## src/source/ctrlPkg.sv

```systemverilog
package ctrlPkg;

	typedef enum logic [4:0] {
		ALU_ADD  = 5'd0,
		ALU_ADDU = 5'd1,
		ALU_SUB  = 5'd2,
		ALU_SUBU = 5'd3,
		ALU_SLT  = 5'd4,
		ALU_SLTU = 5'd5,
		ALU_AND  = 5'd10,
		ALU_LUI  = 5'd11,
		ALU_NOR  = 5'd12,
		ALU_OR   = 5'd13,
		ALU_XOR  = 5'd14,
		ALU_SLLV = 5'd15,
		ALU_SLL  = 5'd16,
		ALU_SRAV = 5'd17,
		ALU_SRA  = 5'd18,
		ALU_SRLV = 5'd19,
		ALU_SRL  = 5'd20
	} aluOp_t;

	typedef enum logic [2:0] {
		BR_EQ, BR_NE, BR_GEZ, BR_GTZ, BR_LEZ, BR_LTZ, BR_GEZAL, BR_LTZAL
	} branchCond_t;

	typedef enum logic [1:0] {
		SIZE_NONE, SIZE_WORD, SIZE_HALF, SIZE_BYTE
	} accessSize_t;

	// need: stage where operand is used; ready: stage where result exists, 0 = no result
	typedef logic [1:0] timing_t;
	localparam timing_t T_DECODE = 2'd0;
	localparam timing_t T_EXEC   = 2'd1;
	localparam timing_t T_MEM    = 2'd2;
	localparam timing_t T_NEVER  = 2'd3;

	typedef struct packed {
		logic        regDest;
		logic        jump;
		logic        jumpReg;
		logic        branch;
		branchCond_t branchCond;
		logic        memRead;
		logic        memWrite;
		accessSize_t memSize;
		logic        signLoad;
		logic        aluSrc1;
		logic        aluSrc2;
		logic        signExtend;
		logic        regWrite;
		logic        linkWrite;
		aluOp_t      aluOp;
	} ctrlWord_t;

	typedef struct packed {
		timing_t    rsNeed;
		timing_t    rtNeed;
		timing_t    resultReady;
		logic [4:0] rsIdx;
		logic [4:0] rtIdx;
		logic [4:0] destIdx;
	} hazardInfo_t;

	typedef logic [8:0] excVec_t;

	localparam int EXC_BREAK    = 8;
	localparam int EXC_RESERVED = 6;
	localparam int EXC_SYSCALL  = 3;

endpackage

```

## src/source/isaPkg.sv

```systemverilog
package isaPkg;

	typedef enum logic [5:0] {
		OP_SPECIAL = 6'h00,
		OP_REGIMM  = 6'h01,
		OP_J       = 6'h02,
		OP_JAL     = 6'h03,
		OP_BEQ     = 6'h04,
		OP_BNE     = 6'h05,
		OP_BLEZ    = 6'h06,
		OP_BGTZ    = 6'h07,
		OP_ADDI    = 6'h08,
		OP_ADDIU   = 6'h09,
		OP_SLTI    = 6'h0a,
		OP_SLTIU   = 6'h0b,
		OP_ANDI    = 6'h0c,
		OP_ORI     = 6'h0d,
		OP_XORI    = 6'h0e,
		OP_LUI     = 6'h0f,
		OP_LB      = 6'h20,
		OP_LH      = 6'h21,
		OP_LW      = 6'h23,
		OP_LBU     = 6'h24,
		OP_LHU     = 6'h25,
		OP_SB      = 6'h28,
		OP_SH      = 6'h29,
		OP_SW      = 6'h2b
	} opcode_t;

	typedef enum logic [5:0] {
		FN_SLL = 6'h00, FN_SRL = 6'h02, FN_SRA = 6'h03, FN_SLLV = 6'h04,
		FN_SRLV = 6'h06, FN_SRAV = 6'h07, FN_JR = 6'h08, FN_JALR = 6'h09,
		FN_SYSCALL = 6'h0c, FN_BREAK = 6'h0d, FN_ADD = 6'h20, FN_ADDU = 6'h21,
		FN_SUB = 6'h22, FN_SUBU = 6'h23, FN_AND = 6'h24, FN_OR = 6'h25,
		FN_XOR = 6'h26, FN_NOR = 6'h27, FN_SLT = 6'h2a, FN_SLTU = 6'h2b
	} funct_t;

	// rt field of the regimm opcode
	localparam logic [4:0] RT_BLTZ   = 5'b00000;
	localparam logic [4:0] RT_BGEZ   = 5'b00001;
	localparam logic [4:0] RT_BLTZAL = 5'b10000;
	localparam logic [4:0] RT_BGEZAL = 5'b10001;

	typedef struct packed {
		opcode_t    op;
		logic [4:0] rs;
		logic [4:0] rt;
		logic [4:0] rd;
		logic [4:0] shamt;
		funct_t     funct;
	} instrFields_t;

	typedef enum logic [5:0] {
		KIND_ADD, KIND_ADDU, KIND_SUB, KIND_SUBU, KIND_SLT, KIND_SLTU,
		KIND_AND, KIND_OR, KIND_XOR, KIND_NOR,
		KIND_SLL, KIND_SRL, KIND_SRA, KIND_SLLV, KIND_SRLV, KIND_SRAV,
		KIND_ADDI, KIND_ADDIU, KIND_SLTI, KIND_SLTIU, KIND_ANDI, KIND_ORI, KIND_XORI, KIND_LUI,
		KIND_BEQ, KIND_BNE, KIND_BGEZ, KIND_BGTZ, KIND_BLEZ, KIND_BLTZ, KIND_BGEZAL, KIND_BLTZAL,
		KIND_J, KIND_JAL, KIND_JR, KIND_JALR,
		KIND_LB, KIND_LBU, KIND_LH, KIND_LHU, KIND_LW, KIND_SB, KIND_SH, KIND_SW,
		KIND_BREAK, KIND_SYSCALL, KIND_RESERVED
	} instrKind_t;

	localparam logic [4:0] REG_LINK = 5'd31;

endpackage
```

## src/source/decodePipe.sv

```systemverilog
`timescale 1ns/1ps
module decodePipe (
	input  logic                 clk,
	input  logic                 rst,
	input  logic                 inValid,
	input  logic [31:0]          instr,
	input  ctrlPkg::excVec_t     ifExcept,
	output logic                 outValid,
	output ctrlPkg::ctrlWord_t   ctrl,
	output ctrlPkg::hazardInfo_t hazard,
	output ctrlPkg::excVec_t     except
);
	import isaPkg::*;
	import ctrlPkg::*;

	logic         s1Valid, s2Valid;
	instrKind_t   s1Kind, s2Kind;
	instrFields_t s1Fields, s2Fields;
	excVec_t      s1Except, s2Except;
	ctrlWord_t    s2Ctrl;

	opClassify i_opClassify (
		.clk, .rst, .inValid, .instr, .ifExcept,
		.s1Valid, .s1Kind, .s1Fields, .s1Except
	);

	ctrlGen i_ctrlGen (
		.clk, .rst, .s1Valid, .s1Kind, .s1Fields, .s1Except,
		.s2Valid, .s2Kind, .s2Fields, .s2Ctrl, .s2Except
	);

	hazardTiming i_hazardTiming (
		.clk, .rst, .s2Valid, .s2Kind, .s2Fields, .s2Ctrl, .s2Except,
		.outValid, .ctrl, .hazard, .except
	);

endmodule

```

## src/source/hazardTiming.sv

```systemverilog
`timescale 1ns/1ps
module hazardTiming (
	input  logic                 clk,
	input  logic                 rst,
	input  logic                 s2Valid,
	input  isaPkg::instrKind_t   s2Kind,
	input  isaPkg::instrFields_t s2Fields,
	input  ctrlPkg::ctrlWord_t   s2Ctrl,
	input  ctrlPkg::excVec_t     s2Except,
	output logic                 outValid,
	output ctrlPkg::ctrlWord_t   ctrl,
	output ctrlPkg::hazardInfo_t hazard,
	output ctrlPkg::excVec_t     except
);
	import isaPkg::*;
	import ctrlPkg::*;

	hazardInfo_t hazNext;

	always_comb
	begin
		hazNext.rsNeed      = T_EXEC; // register ALU default
		hazNext.rtNeed      = T_EXEC;
		hazNext.resultReady = T_MEM;
		hazNext.rsIdx       = s2Fields.rs;
		hazNext.rtIdx       = s2Fields.rt;
		case (s2Kind)
			KIND_SLL, KIND_SRL, KIND_SRA: hazNext.rsNeed = T_NEVER;
			KIND_ADDI, KIND_ADDIU, KIND_SLTI, KIND_SLTIU, KIND_ANDI, KIND_ORI, KIND_XORI:
				hazNext.rtNeed = T_NEVER;
			KIND_LUI:
			begin
				hazNext.rsNeed = T_NEVER;
				hazNext.rtNeed = T_NEVER;
			end
			KIND_BEQ, KIND_BNE:
			begin
				hazNext.rsNeed      = T_DECODE;
				hazNext.rtNeed      = T_DECODE;
				hazNext.resultReady = T_EXEC;
			end
			KIND_BGEZ, KIND_BGTZ, KIND_BLEZ, KIND_BLTZ, KIND_BGEZAL, KIND_BLTZAL,
			KIND_JR, KIND_JALR:
			begin
				hazNext.rsNeed      = T_DECODE; // compared or jumped to in decode
				hazNext.rtNeed      = T_NEVER;
				hazNext.resultReady = T_EXEC;
			end
			KIND_J, KIND_JAL:
			begin
				hazNext.rsNeed      = T_NEVER;
				hazNext.rtNeed      = T_NEVER;
				hazNext.resultReady = T_EXEC;
			end
			KIND_LB, KIND_LBU, KIND_LH, KIND_LHU, KIND_LW:
			begin
				hazNext.rtNeed      = T_NEVER;
				hazNext.resultReady = 2'd3; // data back after memory
			end
			KIND_SB, KIND_SH, KIND_SW:
			begin
				hazNext.rtNeed      = T_MEM; // store data late
				hazNext.resultReady = T_EXEC;
			end
			KIND_BREAK, KIND_SYSCALL, KIND_RESERVED:
			begin
				hazNext.rsNeed      = T_NEVER;
				hazNext.rtNeed      = T_NEVER;
				hazNext.resultReady = 2'd0;
			end
			default: ;
		endcase

		if (!s2Ctrl.regWrite)
			hazNext.destIdx = 5'd0;
		else if (s2Ctrl.linkWrite)
			hazNext.destIdx = REG_LINK;
		else if (s2Ctrl.regDest)
			hazNext.destIdx = s2Fields.rd;
		else
			hazNext.destIdx = s2Fields.rt;
	end

	always_ff @(posedge clk)
	begin
		outValid <= s2Valid && !rst;
		if (rst || !s2Valid)
		begin
			ctrl   <= '0;
			hazard <= '0;
			except <= '0;
		end
		else
		begin
			ctrl   <= s2Ctrl;
			hazard <= hazNext;
			except <= s2Except;
		end
	end

	assert property (@(posedge clk) disable iff (rst)
		(hazard.destIdx != 5'd0) |-> ctrl.regWrite);

endmodule

```

## src/source/ctrlGen.sv

```systemverilog
`timescale 1ns/1ps
module ctrlGen (
	input  logic                 clk,
	input  logic                 rst,
	input  logic                 s1Valid,
	input  isaPkg::instrKind_t   s1Kind,
	input  isaPkg::instrFields_t s1Fields,
	input  ctrlPkg::excVec_t     s1Except,
	output logic                 s2Valid,
	output isaPkg::instrKind_t   s2Kind,
	output isaPkg::instrFields_t s2Fields,
	output ctrlPkg::ctrlWord_t   s2Ctrl,
	output ctrlPkg::excVec_t     s2Except
);
	import isaPkg::*;
	import ctrlPkg::*;

	ctrlWord_t ctrlNext;
	excVec_t   excNext;

	always_comb
	begin
		ctrlNext = '0;
		ctrlNext.aluSrc1 = 1'b1; // rs feeds the ALU for nearly everything
		excNext = s1Except;
		case (s1Kind)
			KIND_ADD, KIND_ADDU, KIND_SUB, KIND_SUBU, KIND_SLT, KIND_SLTU, KIND_AND,
			KIND_OR, KIND_XOR, KIND_NOR, KIND_SLLV, KIND_SRLV, KIND_SRAV:
			begin
				ctrlNext.regDest  = 1'b1;
				ctrlNext.aluSrc2  = 1'b1;
				ctrlNext.regWrite = 1'b1;
			end
			KIND_SLL, KIND_SRL, KIND_SRA:
			begin
				ctrlNext.regDest  = 1'b1;
				ctrlNext.aluSrc1  = 1'b0; // shamt instead of rs
				ctrlNext.aluSrc2  = 1'b1;
				ctrlNext.regWrite = 1'b1;
			end
			KIND_ADDI, KIND_ADDIU, KIND_SLTI, KIND_SLTIU:
			begin
				ctrlNext.signExtend = 1'b1;
				ctrlNext.regWrite   = 1'b1;
			end
			KIND_ANDI, KIND_ORI, KIND_XORI, KIND_LUI: ctrlNext.regWrite = 1'b1;
			KIND_LB, KIND_LBU, KIND_LH, KIND_LHU, KIND_LW:
			begin
				ctrlNext.memRead    = 1'b1;
				ctrlNext.signExtend = 1'b1;
				ctrlNext.regWrite   = 1'b1;
				ctrlNext.aluOp      = ALU_ADDU;
			end
			KIND_SB, KIND_SH, KIND_SW:
			begin
				ctrlNext.memWrite   = 1'b1;
				ctrlNext.signExtend = 1'b1;
				ctrlNext.aluOp      = ALU_ADDU;
			end
			KIND_BEQ, KIND_BNE, KIND_BGEZ, KIND_BGTZ, KIND_BLEZ, KIND_BLTZ:
				ctrlNext.branch = 1'b1;
			KIND_BGEZAL, KIND_BLTZAL, KIND_JAL, KIND_JALR:
			begin
				ctrlNext.regDest   = 1'b1;
				ctrlNext.regWrite  = 1'b1;
				ctrlNext.linkWrite = 1'b1;
			end
			KIND_J, KIND_JR: ; // jump bits set below
			default:      ctrlNext = '0; // exception kinds carry no control
		endcase

		case (s1Kind)
			KIND_ADDU, KIND_ADDIU: ctrlNext.aluOp = ALU_ADDU;
			KIND_SUB:              ctrlNext.aluOp = ALU_SUB;
			KIND_SUBU:             ctrlNext.aluOp = ALU_SUBU;
			KIND_SLT, KIND_SLTI:   ctrlNext.aluOp = ALU_SLT;
			KIND_SLTU, KIND_SLTIU: ctrlNext.aluOp = ALU_SLTU;
			KIND_AND, KIND_ANDI:   ctrlNext.aluOp = ALU_AND;
			KIND_OR, KIND_ORI:     ctrlNext.aluOp = ALU_OR;
			KIND_XOR, KIND_XORI:   ctrlNext.aluOp = ALU_XOR;
			KIND_NOR:              ctrlNext.aluOp = ALU_NOR;
			KIND_LUI:              ctrlNext.aluOp = ALU_LUI;
			KIND_SLL:              ctrlNext.aluOp = ALU_SLL;
			KIND_SRL:              ctrlNext.aluOp = ALU_SRL;
			KIND_SRA:              ctrlNext.aluOp = ALU_SRA;
			KIND_SLLV:             ctrlNext.aluOp = ALU_SLLV;
			KIND_SRLV:             ctrlNext.aluOp = ALU_SRLV;
			KIND_SRAV:             ctrlNext.aluOp = ALU_SRAV;
			KIND_BNE:              ctrlNext.branchCond = BR_NE;
			KIND_BGEZ:             ctrlNext.branchCond = BR_GEZ;
			KIND_BGTZ:             ctrlNext.branchCond = BR_GTZ;
			KIND_BLEZ:             ctrlNext.branchCond = BR_LEZ;
			KIND_BLTZ:             ctrlNext.branchCond = BR_LTZ;
			KIND_BGEZAL:
			begin
				ctrlNext.branch     = 1'b1;
				ctrlNext.branchCond = BR_GEZAL;
			end
			KIND_BLTZAL:
			begin
				ctrlNext.branch     = 1'b1;
				ctrlNext.branchCond = BR_LTZAL;
			end
			KIND_J, KIND_JAL:      ctrlNext.jump = 1'b1;
			KIND_JR, KIND_JALR:
			begin
				ctrlNext.jump    = 1'b1;
				ctrlNext.jumpReg = 1'b1;
			end
			KIND_LB:
			begin
				ctrlNext.memSize  = SIZE_BYTE;
				ctrlNext.signLoad = 1'b1;
			end
			KIND_LH:
			begin
				ctrlNext.memSize  = SIZE_HALF;
				ctrlNext.signLoad = 1'b1;
			end
			KIND_LBU, KIND_SB:     ctrlNext.memSize = SIZE_BYTE;
			KIND_LHU, KIND_SH:     ctrlNext.memSize = SIZE_HALF;
			KIND_LW, KIND_SW:      ctrlNext.memSize = SIZE_WORD;
			KIND_BREAK:            excNext[EXC_BREAK] = 1'b1;
			KIND_SYSCALL:          excNext[EXC_SYSCALL] = 1'b1;
			KIND_RESERVED:         excNext[EXC_RESERVED] = 1'b1;
			default:               ;
		endcase
	end

	always_ff @(posedge clk)
	begin
		s2Valid <= s1Valid && !rst;
		if (rst || !s1Valid)
		begin
			s2Kind   <= instrKind_t'('0);
			s2Fields <= '0;
			s2Ctrl   <= '0;
			s2Except <= '0;
		end
		else
		begin
			s2Kind   <= s1Kind;
			s2Fields <= s1Fields;
			s2Ctrl   <= ctrlNext;
			s2Except <= excNext;
		end
	end

	// a memory access is either a load or a store
	assert property (@(posedge clk) disable iff (rst)
		s2Valid |-> !(s2Ctrl.memRead && s2Ctrl.memWrite));

endmodule

```

## src/source/opClassify.sv

```systemverilog
`timescale 1ns/1ps
module opClassify (
	input  logic                 clk,
	input  logic                 rst,
	input  logic                 inValid,
	input  logic [31:0]          instr,
	input  ctrlPkg::excVec_t     ifExcept,
	output logic                 s1Valid,
	output isaPkg::instrKind_t   s1Kind,
	output isaPkg::instrFields_t s1Fields,
	output ctrlPkg::excVec_t     s1Except
);
	import isaPkg::*;

	instrFields_t fields;
	instrKind_t   kind;

	assign fields = instrFields_t'(instr);

	always_comb
	begin
		kind = KIND_RESERVED; // also covers hi/lo and cop0 encodings
		case (fields.op)
			OP_SPECIAL:
			begin
				case (fields.funct)
					FN_ADD:     kind = KIND_ADD;
					FN_ADDU:    kind = KIND_ADDU;
					FN_SUB:     kind = KIND_SUB;
					FN_SUBU:    kind = KIND_SUBU;
					FN_SLT:     kind = KIND_SLT;
					FN_SLTU:    kind = KIND_SLTU;
					FN_AND:     kind = KIND_AND;
					FN_OR:      kind = KIND_OR;
					FN_XOR:     kind = KIND_XOR;
					FN_NOR:     kind = KIND_NOR;
					FN_SLL:     kind = KIND_SLL;
					FN_SRL:     kind = KIND_SRL;
					FN_SRA:     kind = KIND_SRA;
					FN_SLLV:    kind = KIND_SLLV;
					FN_SRLV:    kind = KIND_SRLV;
					FN_SRAV:    kind = KIND_SRAV;
					FN_JR:      kind = KIND_JR;
					FN_JALR:    kind = KIND_JALR;
					FN_BREAK:   kind = KIND_BREAK;
					FN_SYSCALL: kind = KIND_SYSCALL;
					default:    kind = KIND_RESERVED;
				endcase
			end
			OP_REGIMM:
			begin
				case (fields.rt)
					RT_BLTZ:   kind = KIND_BLTZ;
					RT_BGEZ:   kind = KIND_BGEZ;
					RT_BLTZAL: kind = KIND_BLTZAL;
					RT_BGEZAL: kind = KIND_BGEZAL;
					default:   kind = KIND_RESERVED;
				endcase
			end
			OP_J:     kind = KIND_J;
			OP_JAL:   kind = KIND_JAL;
			OP_BEQ:   kind = KIND_BEQ;
			OP_BNE:   kind = KIND_BNE;
			OP_BLEZ:  kind = KIND_BLEZ;
			OP_BGTZ:  kind = KIND_BGTZ;
			OP_ADDI:  kind = KIND_ADDI;
			OP_ADDIU: kind = KIND_ADDIU;
			OP_SLTI:  kind = KIND_SLTI;
			OP_SLTIU: kind = KIND_SLTIU;
			OP_ANDI:  kind = KIND_ANDI;
			OP_ORI:   kind = KIND_ORI;
			OP_XORI:  kind = KIND_XORI;
			OP_LUI:   kind = KIND_LUI;
			OP_LB:    kind = KIND_LB;
			OP_LH:    kind = KIND_LH;
			OP_LW:    kind = KIND_LW;
			OP_LBU:   kind = KIND_LBU;
			OP_LHU:   kind = KIND_LHU;
			OP_SB:    kind = KIND_SB;
			OP_SH:    kind = KIND_SH;
			OP_SW:    kind = KIND_SW;
			default:  kind = KIND_RESERVED;
		endcase
	end

	always_ff @(posedge clk)
	begin
		s1Valid <= inValid && !rst;
		if (rst || !inValid)
		begin
			s1Kind   <= instrKind_t'('0);
			s1Fields <= '0;
			s1Except <= '0;
		end
		else
		begin
			s1Kind   <= kind;
			s1Fields <= fields;
			s1Except <= ifExcept;
		end
	end

endmodule

```

## config.mk

```make
export PLATFORM = sky130hd
export DESIGN_NAME = decodePipe
export DESIGN_NICKNAME = d
export VERILOG_FILES = /design/src/source/ctrlPkg.sv /design/src/source/isaPkg.sv /design/src/source/decodePipe.sv /design/src/source/hazardTiming.sv /design/src/source/ctrlGen.sv /design/src/source/opClassify.sv
export SDC_FILE = /design/constraint.sdc
export NUM_CORES = 1
export LEC_CHECK = 0
export BUFFER_PORTS_ARGS = -buffer_cell sky130_fd_sc_hd__buf_2
export CORE_ASPECT_RATIO = 0.7
export CORE_UTILIZATION = 25
export DETAILED_ROUTE_END_ITERATION = 6
export SYNTH_ARGS = -nofsm -noshare
export SYNTH_HDL_FRONTEND = slang
export SYNTH_SLANG_ARGS = --single-unit
```

## constraint.sdc

```tcl
create_clock -name clk -period 1.35 [get_ports clk]
set_input_delay 0.2025 -clock clk [delete_from_list [all_inputs] [get_ports clk]]
set_output_delay 0.2025 -clock clk [all_outputs]
set_load 0.1 [all_outputs]
```

# Word-level counts from Yosys, hierarchy flattened
# Memories as Yosys holds them, arrays and structs flattened.
# Index checks and enable logic that the tools add are counted.
# Widths: inputs -> output; s select.
[word_totals] reg_bits=137 romBits=320 inputBits=44 wordCells=230 n_memories=1
[classes] eq_ne=106 mux=27 bitwise_logic=1 n_reduce_logical=45
[memory_table] name="(no name shown)" depth=64 width=5 read_ports=1 rd_ports_with_merged_regs=0 write_ports=0 line_no="opClassify.sv:26" source="case (fields.funct)"
[op_table] operator="$eq 6x6->1 const B" n=38
[op_table] operator="$eq 6x5->1 const B" n=32
[op_table] operator="$pmux 6 s24" n=1
[op_table] operator="$eq 6x4->1 const B" n=19
[op_table] operator="$pmux 5 s16" n=1
[op_table] operator="$eq 6x3->1 const B" n=8
[op_table] operator="$reduce_or 41->1" n=1
[op_table] operator="$reduce_or 33->1" n=1
[op_table] operator="$reduce_or 26->1" n=1
[op_table] operator="$eq 6x2->1 const B" n=4
[op_table] operator="$pmux 6 s4" n=1
[op_table] operator="$reduce_or 2->1" n=12
[op_table] operator="$pmux 3 s7" n=1
[op_table] operator="$reduce_or 20->1" n=1
[op_table] operator="$pmux 2 s3" n=3
[op_table] operator="$mux 1" n=17
[op_table] operator="$reduce_or 16->1" n=1
[op_table] operator="$reduce_or 15->1" n=1
[op_table] operator="$reduce_or 3->1" n=5
[op_table] operator="$eq 6x1->1 const B" n=2
[op_table] operator="$logic_not 6->1" n=2
[op_table] operator="$reduce_or 12->1" n=1
[op_table] operator="$eq 5x5->1 const B" n=2
[op_table] operator="$mux 5" n=2
[op_table] operator="13 further kinds" n=22

# Logic depth before layout (Yosys ltp)
[depth] ltp_word=4 depth_mapped=8 ltp_nobuf=7

# Cells and area by module
# Synthesis repeated with hierarchy kept, for this count alone.
[unflattened] hier_cells=534 hier_area_um2=5688.0
[by_module_without_submodules] module="ctrlGen" instances=1 cells_each=211 area_each_um2=2195.9
[by_module_without_submodules] module="opClassify" instances=1 cells_each=177 area_each_um2=1853.0
[by_module_without_submodules] module="hazardTiming" instances=1 cells_each=146 area_each_um2=1639.1

# Worst setup path before layout
# No wires, ideal clock.
[synth_path] path_kind="input -> register" start="input instr[1]" end="register i_opClassify.s1Kind[0]" setup_ns=0.130 arrival_time_ns=1.334 path_slack_ns=-0.114 cell_stages=6 path_cell_list="inv_1 ha_1 mux2_4 mux4_2 nand3_1 a2111oi_2"
[synth_between] elab_chain_cells=2
[synth_rtl] element="start: declaration" line_no="decodePipe.sv:6" source="input logic [31:0] instr,"
[synth_rtl] element="$mem_v2 64x5"
[synth_rtl] element="$pmux 6 s24" line_no="opClassify.sv:23" source="case (fields.op)"
[synth_rtl] element="end signal: assignment" line_no="opClassify.sv:91" source="s1Kind <= instrKind_t'('0);"
[synth_rtl] element="end signal: assignment" line_no="opClassify.sv:97" source="s1Kind <= kind;"
[synth_rtl] element="end: declaration" line_no="opClassify.sv:9" source="output isaPkg::instrKind_t s1Kind,"
# Every way passes these cells.
# A chain may end at the register's enable or synchronous reset.

# Worst setup path after layout
[layout_path] start="input instr[0]" end="register i_opClassify.s1Kind[0]"
# Same word-level chain as after synthesis.

==> results.cfg <==
[global_route]
grt_antenna_before_repair = 0
grt_use_total = 0.1144
grt_overflow = 0
grt_pass1_vias = 3408
grt_max_degree = 27
grt_first_pass_wirelength_um = 17180

[timing]
setup_tns_ns = 0
tightest_slew_ns = 0.3578
finalCritPeriodShare = 0.9537
max_freq_mhz = 776.7
max-slew-margin-rel = 0.7553
clock_skew_ns = 0.007665
timing.final.hold_violations = 0
fin_crit_ns = 1.288
rsz0062_at_grt = false
setup_viol = 0
drv_slew = 0

[routing]
vias = 3642
wirelength_um = 10670
wl_per_cell_um = 12.18
ant_nets = 0
drc = 8
drt_iter0_markers = 217
via_per_inst = 4.158
drt-pass1-iter-count = 7

[synth]
yosysSeqAreaShare = 0.5788
ys_seq_elements = 137
synth-async-reset-ratio = 0
syn_area_um2 = 4738
syn_nets = 530
syn_area_per_cell_um2 = 9.934
yosysWarnings = 0
synth_cell_type_count = 51
synth_cells = 477
ys.flop_type = dfxtp_1
synth_edf_count = 0

[cells_and_area]
design_area_um2 = 6777
antenna_cells = 0
final_core_util = 0.3711
fill_cells = 1837
nets = 681
drive_above_1_share = 0.3031
area_growth_pct = 43.02
final_cells = 876

[place]
globalplace.congestion = 0.8332
port_buffers = 91
place_area_um2 = 5806
dp_hpwl_um = 7751
dp.cells = 829

[outcome]
status = finished, violations left
violations = design-rule violations

[cts]
root_buffer = clkbuf_16
cts_tree = done
clockBufferDepth = 2
clock_sinks = 137
numCtsBuffers = 17
clk_latency_ns = 0.40
h-tree-depth = 4
path_clk_slew_ns = 0.05

[setup_path]
crit_required_ns = 1.62
reg2reg_from = i_opClassify.s1Kind[4]
r2r_slack_ns = 0.11
end_kind = flop
r2r_end = i_ctrlGen.s2Ctrl[2]
crit_arrival_ns = 1.55
worstRegToRegCells = 4
start_kind = input pin
crit_type = in2reg
crit_path_max_fanout = 4

[pwr]
leakage_uw = 0.002933
power_density_nw_per_um2 = 1443
total_power_uw = 9779
ir_drop_uv = 709.4

[flow_run]
maxCapViolCount = 0

[floorplanning]
ioPinCount = 97
rows = 41
die_area_um2 = 19520
fp.dieW_um = 166.5
start_util = 0.2595
core_area_um2 = 18260
die_h_um = 117.2

[hold_path]
hold_end = i_opClassify.s1Except[5]
min_path_type = in2reg
hp-start = ifExcept[5]
hold_depth = 2
-- stage by stage --
stage / hold WS, ns / worst slack [ns]
floorplan: 0.2714 / -0.1140
global placement: 0.4044 / -0.2570
detailed placement: 0.4051 / -0.3175
CTS: 0.001850 / 0.0003964
global route: 0.003164 / 0.001665
finish: 0.01559 / 0.06246
-- critical path, cell delays in order --
cell and delay [ns]:
buf_2 0.11, inv_1 0.06, ha_1 0.21, mux2_4 0.26, mux4_2 0.48, nand3_1 0.14
a2111oi_4 0.08
-- cells in the mapped netlist (4+ instances only) --
cell      number  area share
dfxtp_1      137        0.58
and2_1        90        0.12
nor2_1        45       0.036
a21oi_1       29       0.031
clkbuf_1      18       0.014
nand2_1       17       0.013
nor2b_1       13       0.017
inv_1         11      0.0087
ha_1           9       0.024
o21ai_0        9      0.0095
a211oi_1       8       0.013
nor3_1         8      0.0085
buf_2          7      0.0074
nand2b_1       7      0.0092
inv_2          6      0.0048
o21ai_1        5      0.0053
nand3_1        4      0.0042
nor4_1         4      0.0053
-- flip-flops by register name, indices dropped and copies added (netlist names) --
register / count
i_ctrlGen.s2Kind: 6
i_ctrlGen.s2Except: 9
i_opClassify.s1Valid: 1
i_hazardTiming.ctrl: 22
i_ctrlGen.s2Valid: 1
i_opClassify.s1Except: 9
i_hazardTiming.except: 9
i_opClassify.s1Kind: 6
i_hazardTiming.outValid: 1
i_ctrlGen.s2Ctrl: 22
i_hazardTiming.hazard: 21
i_ctrlGen.s2Fields: 15
i_opClassify.s1Fields: 15
-- metal layers --
layer	GRT usage	vias up	wire (um)
met5	0	-	0
met3	0.03934	11	604
met4	0.03148	0	67
met1	0.1623	1642	5631
li1	-	1883	-
met2	0.1630	106	4370
-- power breakdown --
part | internal (uW) | switching [uW] | total [uW]
sequential | 4110 | 33.1 | 4140
clock | 3370 | 1680 | 5050
combinational | 281 | 308 | 590
-- what timing repair did --
| item | 4_1_cts | 5_1_grt |
|---|---|---|
| gates resized for setup | 28 | 34 |
| setup endpoints to repair | 28 | 40 |
| hold buffers | 15 | 0 |
| endpoints found under the hold margin | 15 | 0 |
| pin swaps | 0 | 1 |
| buffers inserted | 0 | 1 |
-- cell usage in the layout (no fill, tap or decap), types with 3 or more instances in the layout --
cell type      Yosys  final
dfxtp_1          137    132
and2_1            90     90
buf_4              1     78
nor2_1            45     44
buf_2              7     38
a21oi_1           29     29
clkbuf_4           0     25
nand2_1           17     17
clkbuf_16          0     17
dlygate4sd3_1      0     15
nor2b_1           13     12
inv_1             11     11
o21ai_0            9      9
ha_1               9      9
a211oi_1           8      8
nor3_1             8      8
nand2b_1           7      7
inv_2              6      6
o21ai_1            5      5
bufinv_16          0      5
nand3_1            4      4
nor4_1             4      4
dfxtp_2            0      4
o22ai_1            3      3
a31oi_1            3      3
mux2i_1            3      3
and3_1             3      3
or3_1              3      3
o31ai_1            3      3
buf_12             0      3
-- logic make-up (layout without fill, tap and decap cells) --
family                     count (synthesis)  count (layout)  synth area share
AOI/OAI and AO/OA                         80              80            0.1096
adders and majority gates                 10              10           0.02588
buffers and inverters                     44             207           0.03749
DFF                                      137             137            0.5788
muxes                                      5               5           0.01426
and+or+nand+nor                          201             201            0.2340
-- layout make-up --
| type | count | area [um^2] | share of cell area |
|---|---|---|---|
| flip-flops and latches | 137 | 2751 | 0.4060 |
| multi-input cells | 296 | 1842 | 0.2718 |
| repair buffers | 159 | 1174 | 0.1732 |
| clock buffers | 20 | 456.7 | 0.06739 |
| well taps | 236 | 295.3 | 0.04357 |
| clock inverters | 11 | 193.9 | 0.02862 |
| inverters | 17 | 63.81 | 0.009417 |
-- worst max path at each step --
| stage | start | endpoint | slack [ns] | cells after the start |
|---|---|---|---|---|
| global route | i_opClassify.s1Valid | i_ctrlGen.s2Ctrl[12] | 0.002 | 5 |
| floorplan | instr[1] | i_opClassify.s1Kind[0] | -0.11 | 6 |
| CTS | i_hazardTiming.ctrl[18] | ctrl[18] | 0.0004 | 1 |
| finish | instr[0] | i_opClassify.s1Kind[0] | 0.06 | 7 |
| detailed placement | instr[0] | i_opClassify.s1Kind[0] | -0.32 | 7 |
| global placement | instr[0] | i_opClassify.s1Kind[0] | -0.26 | 7 |
No activity file was read; power rests on OpenSTA's default activity.
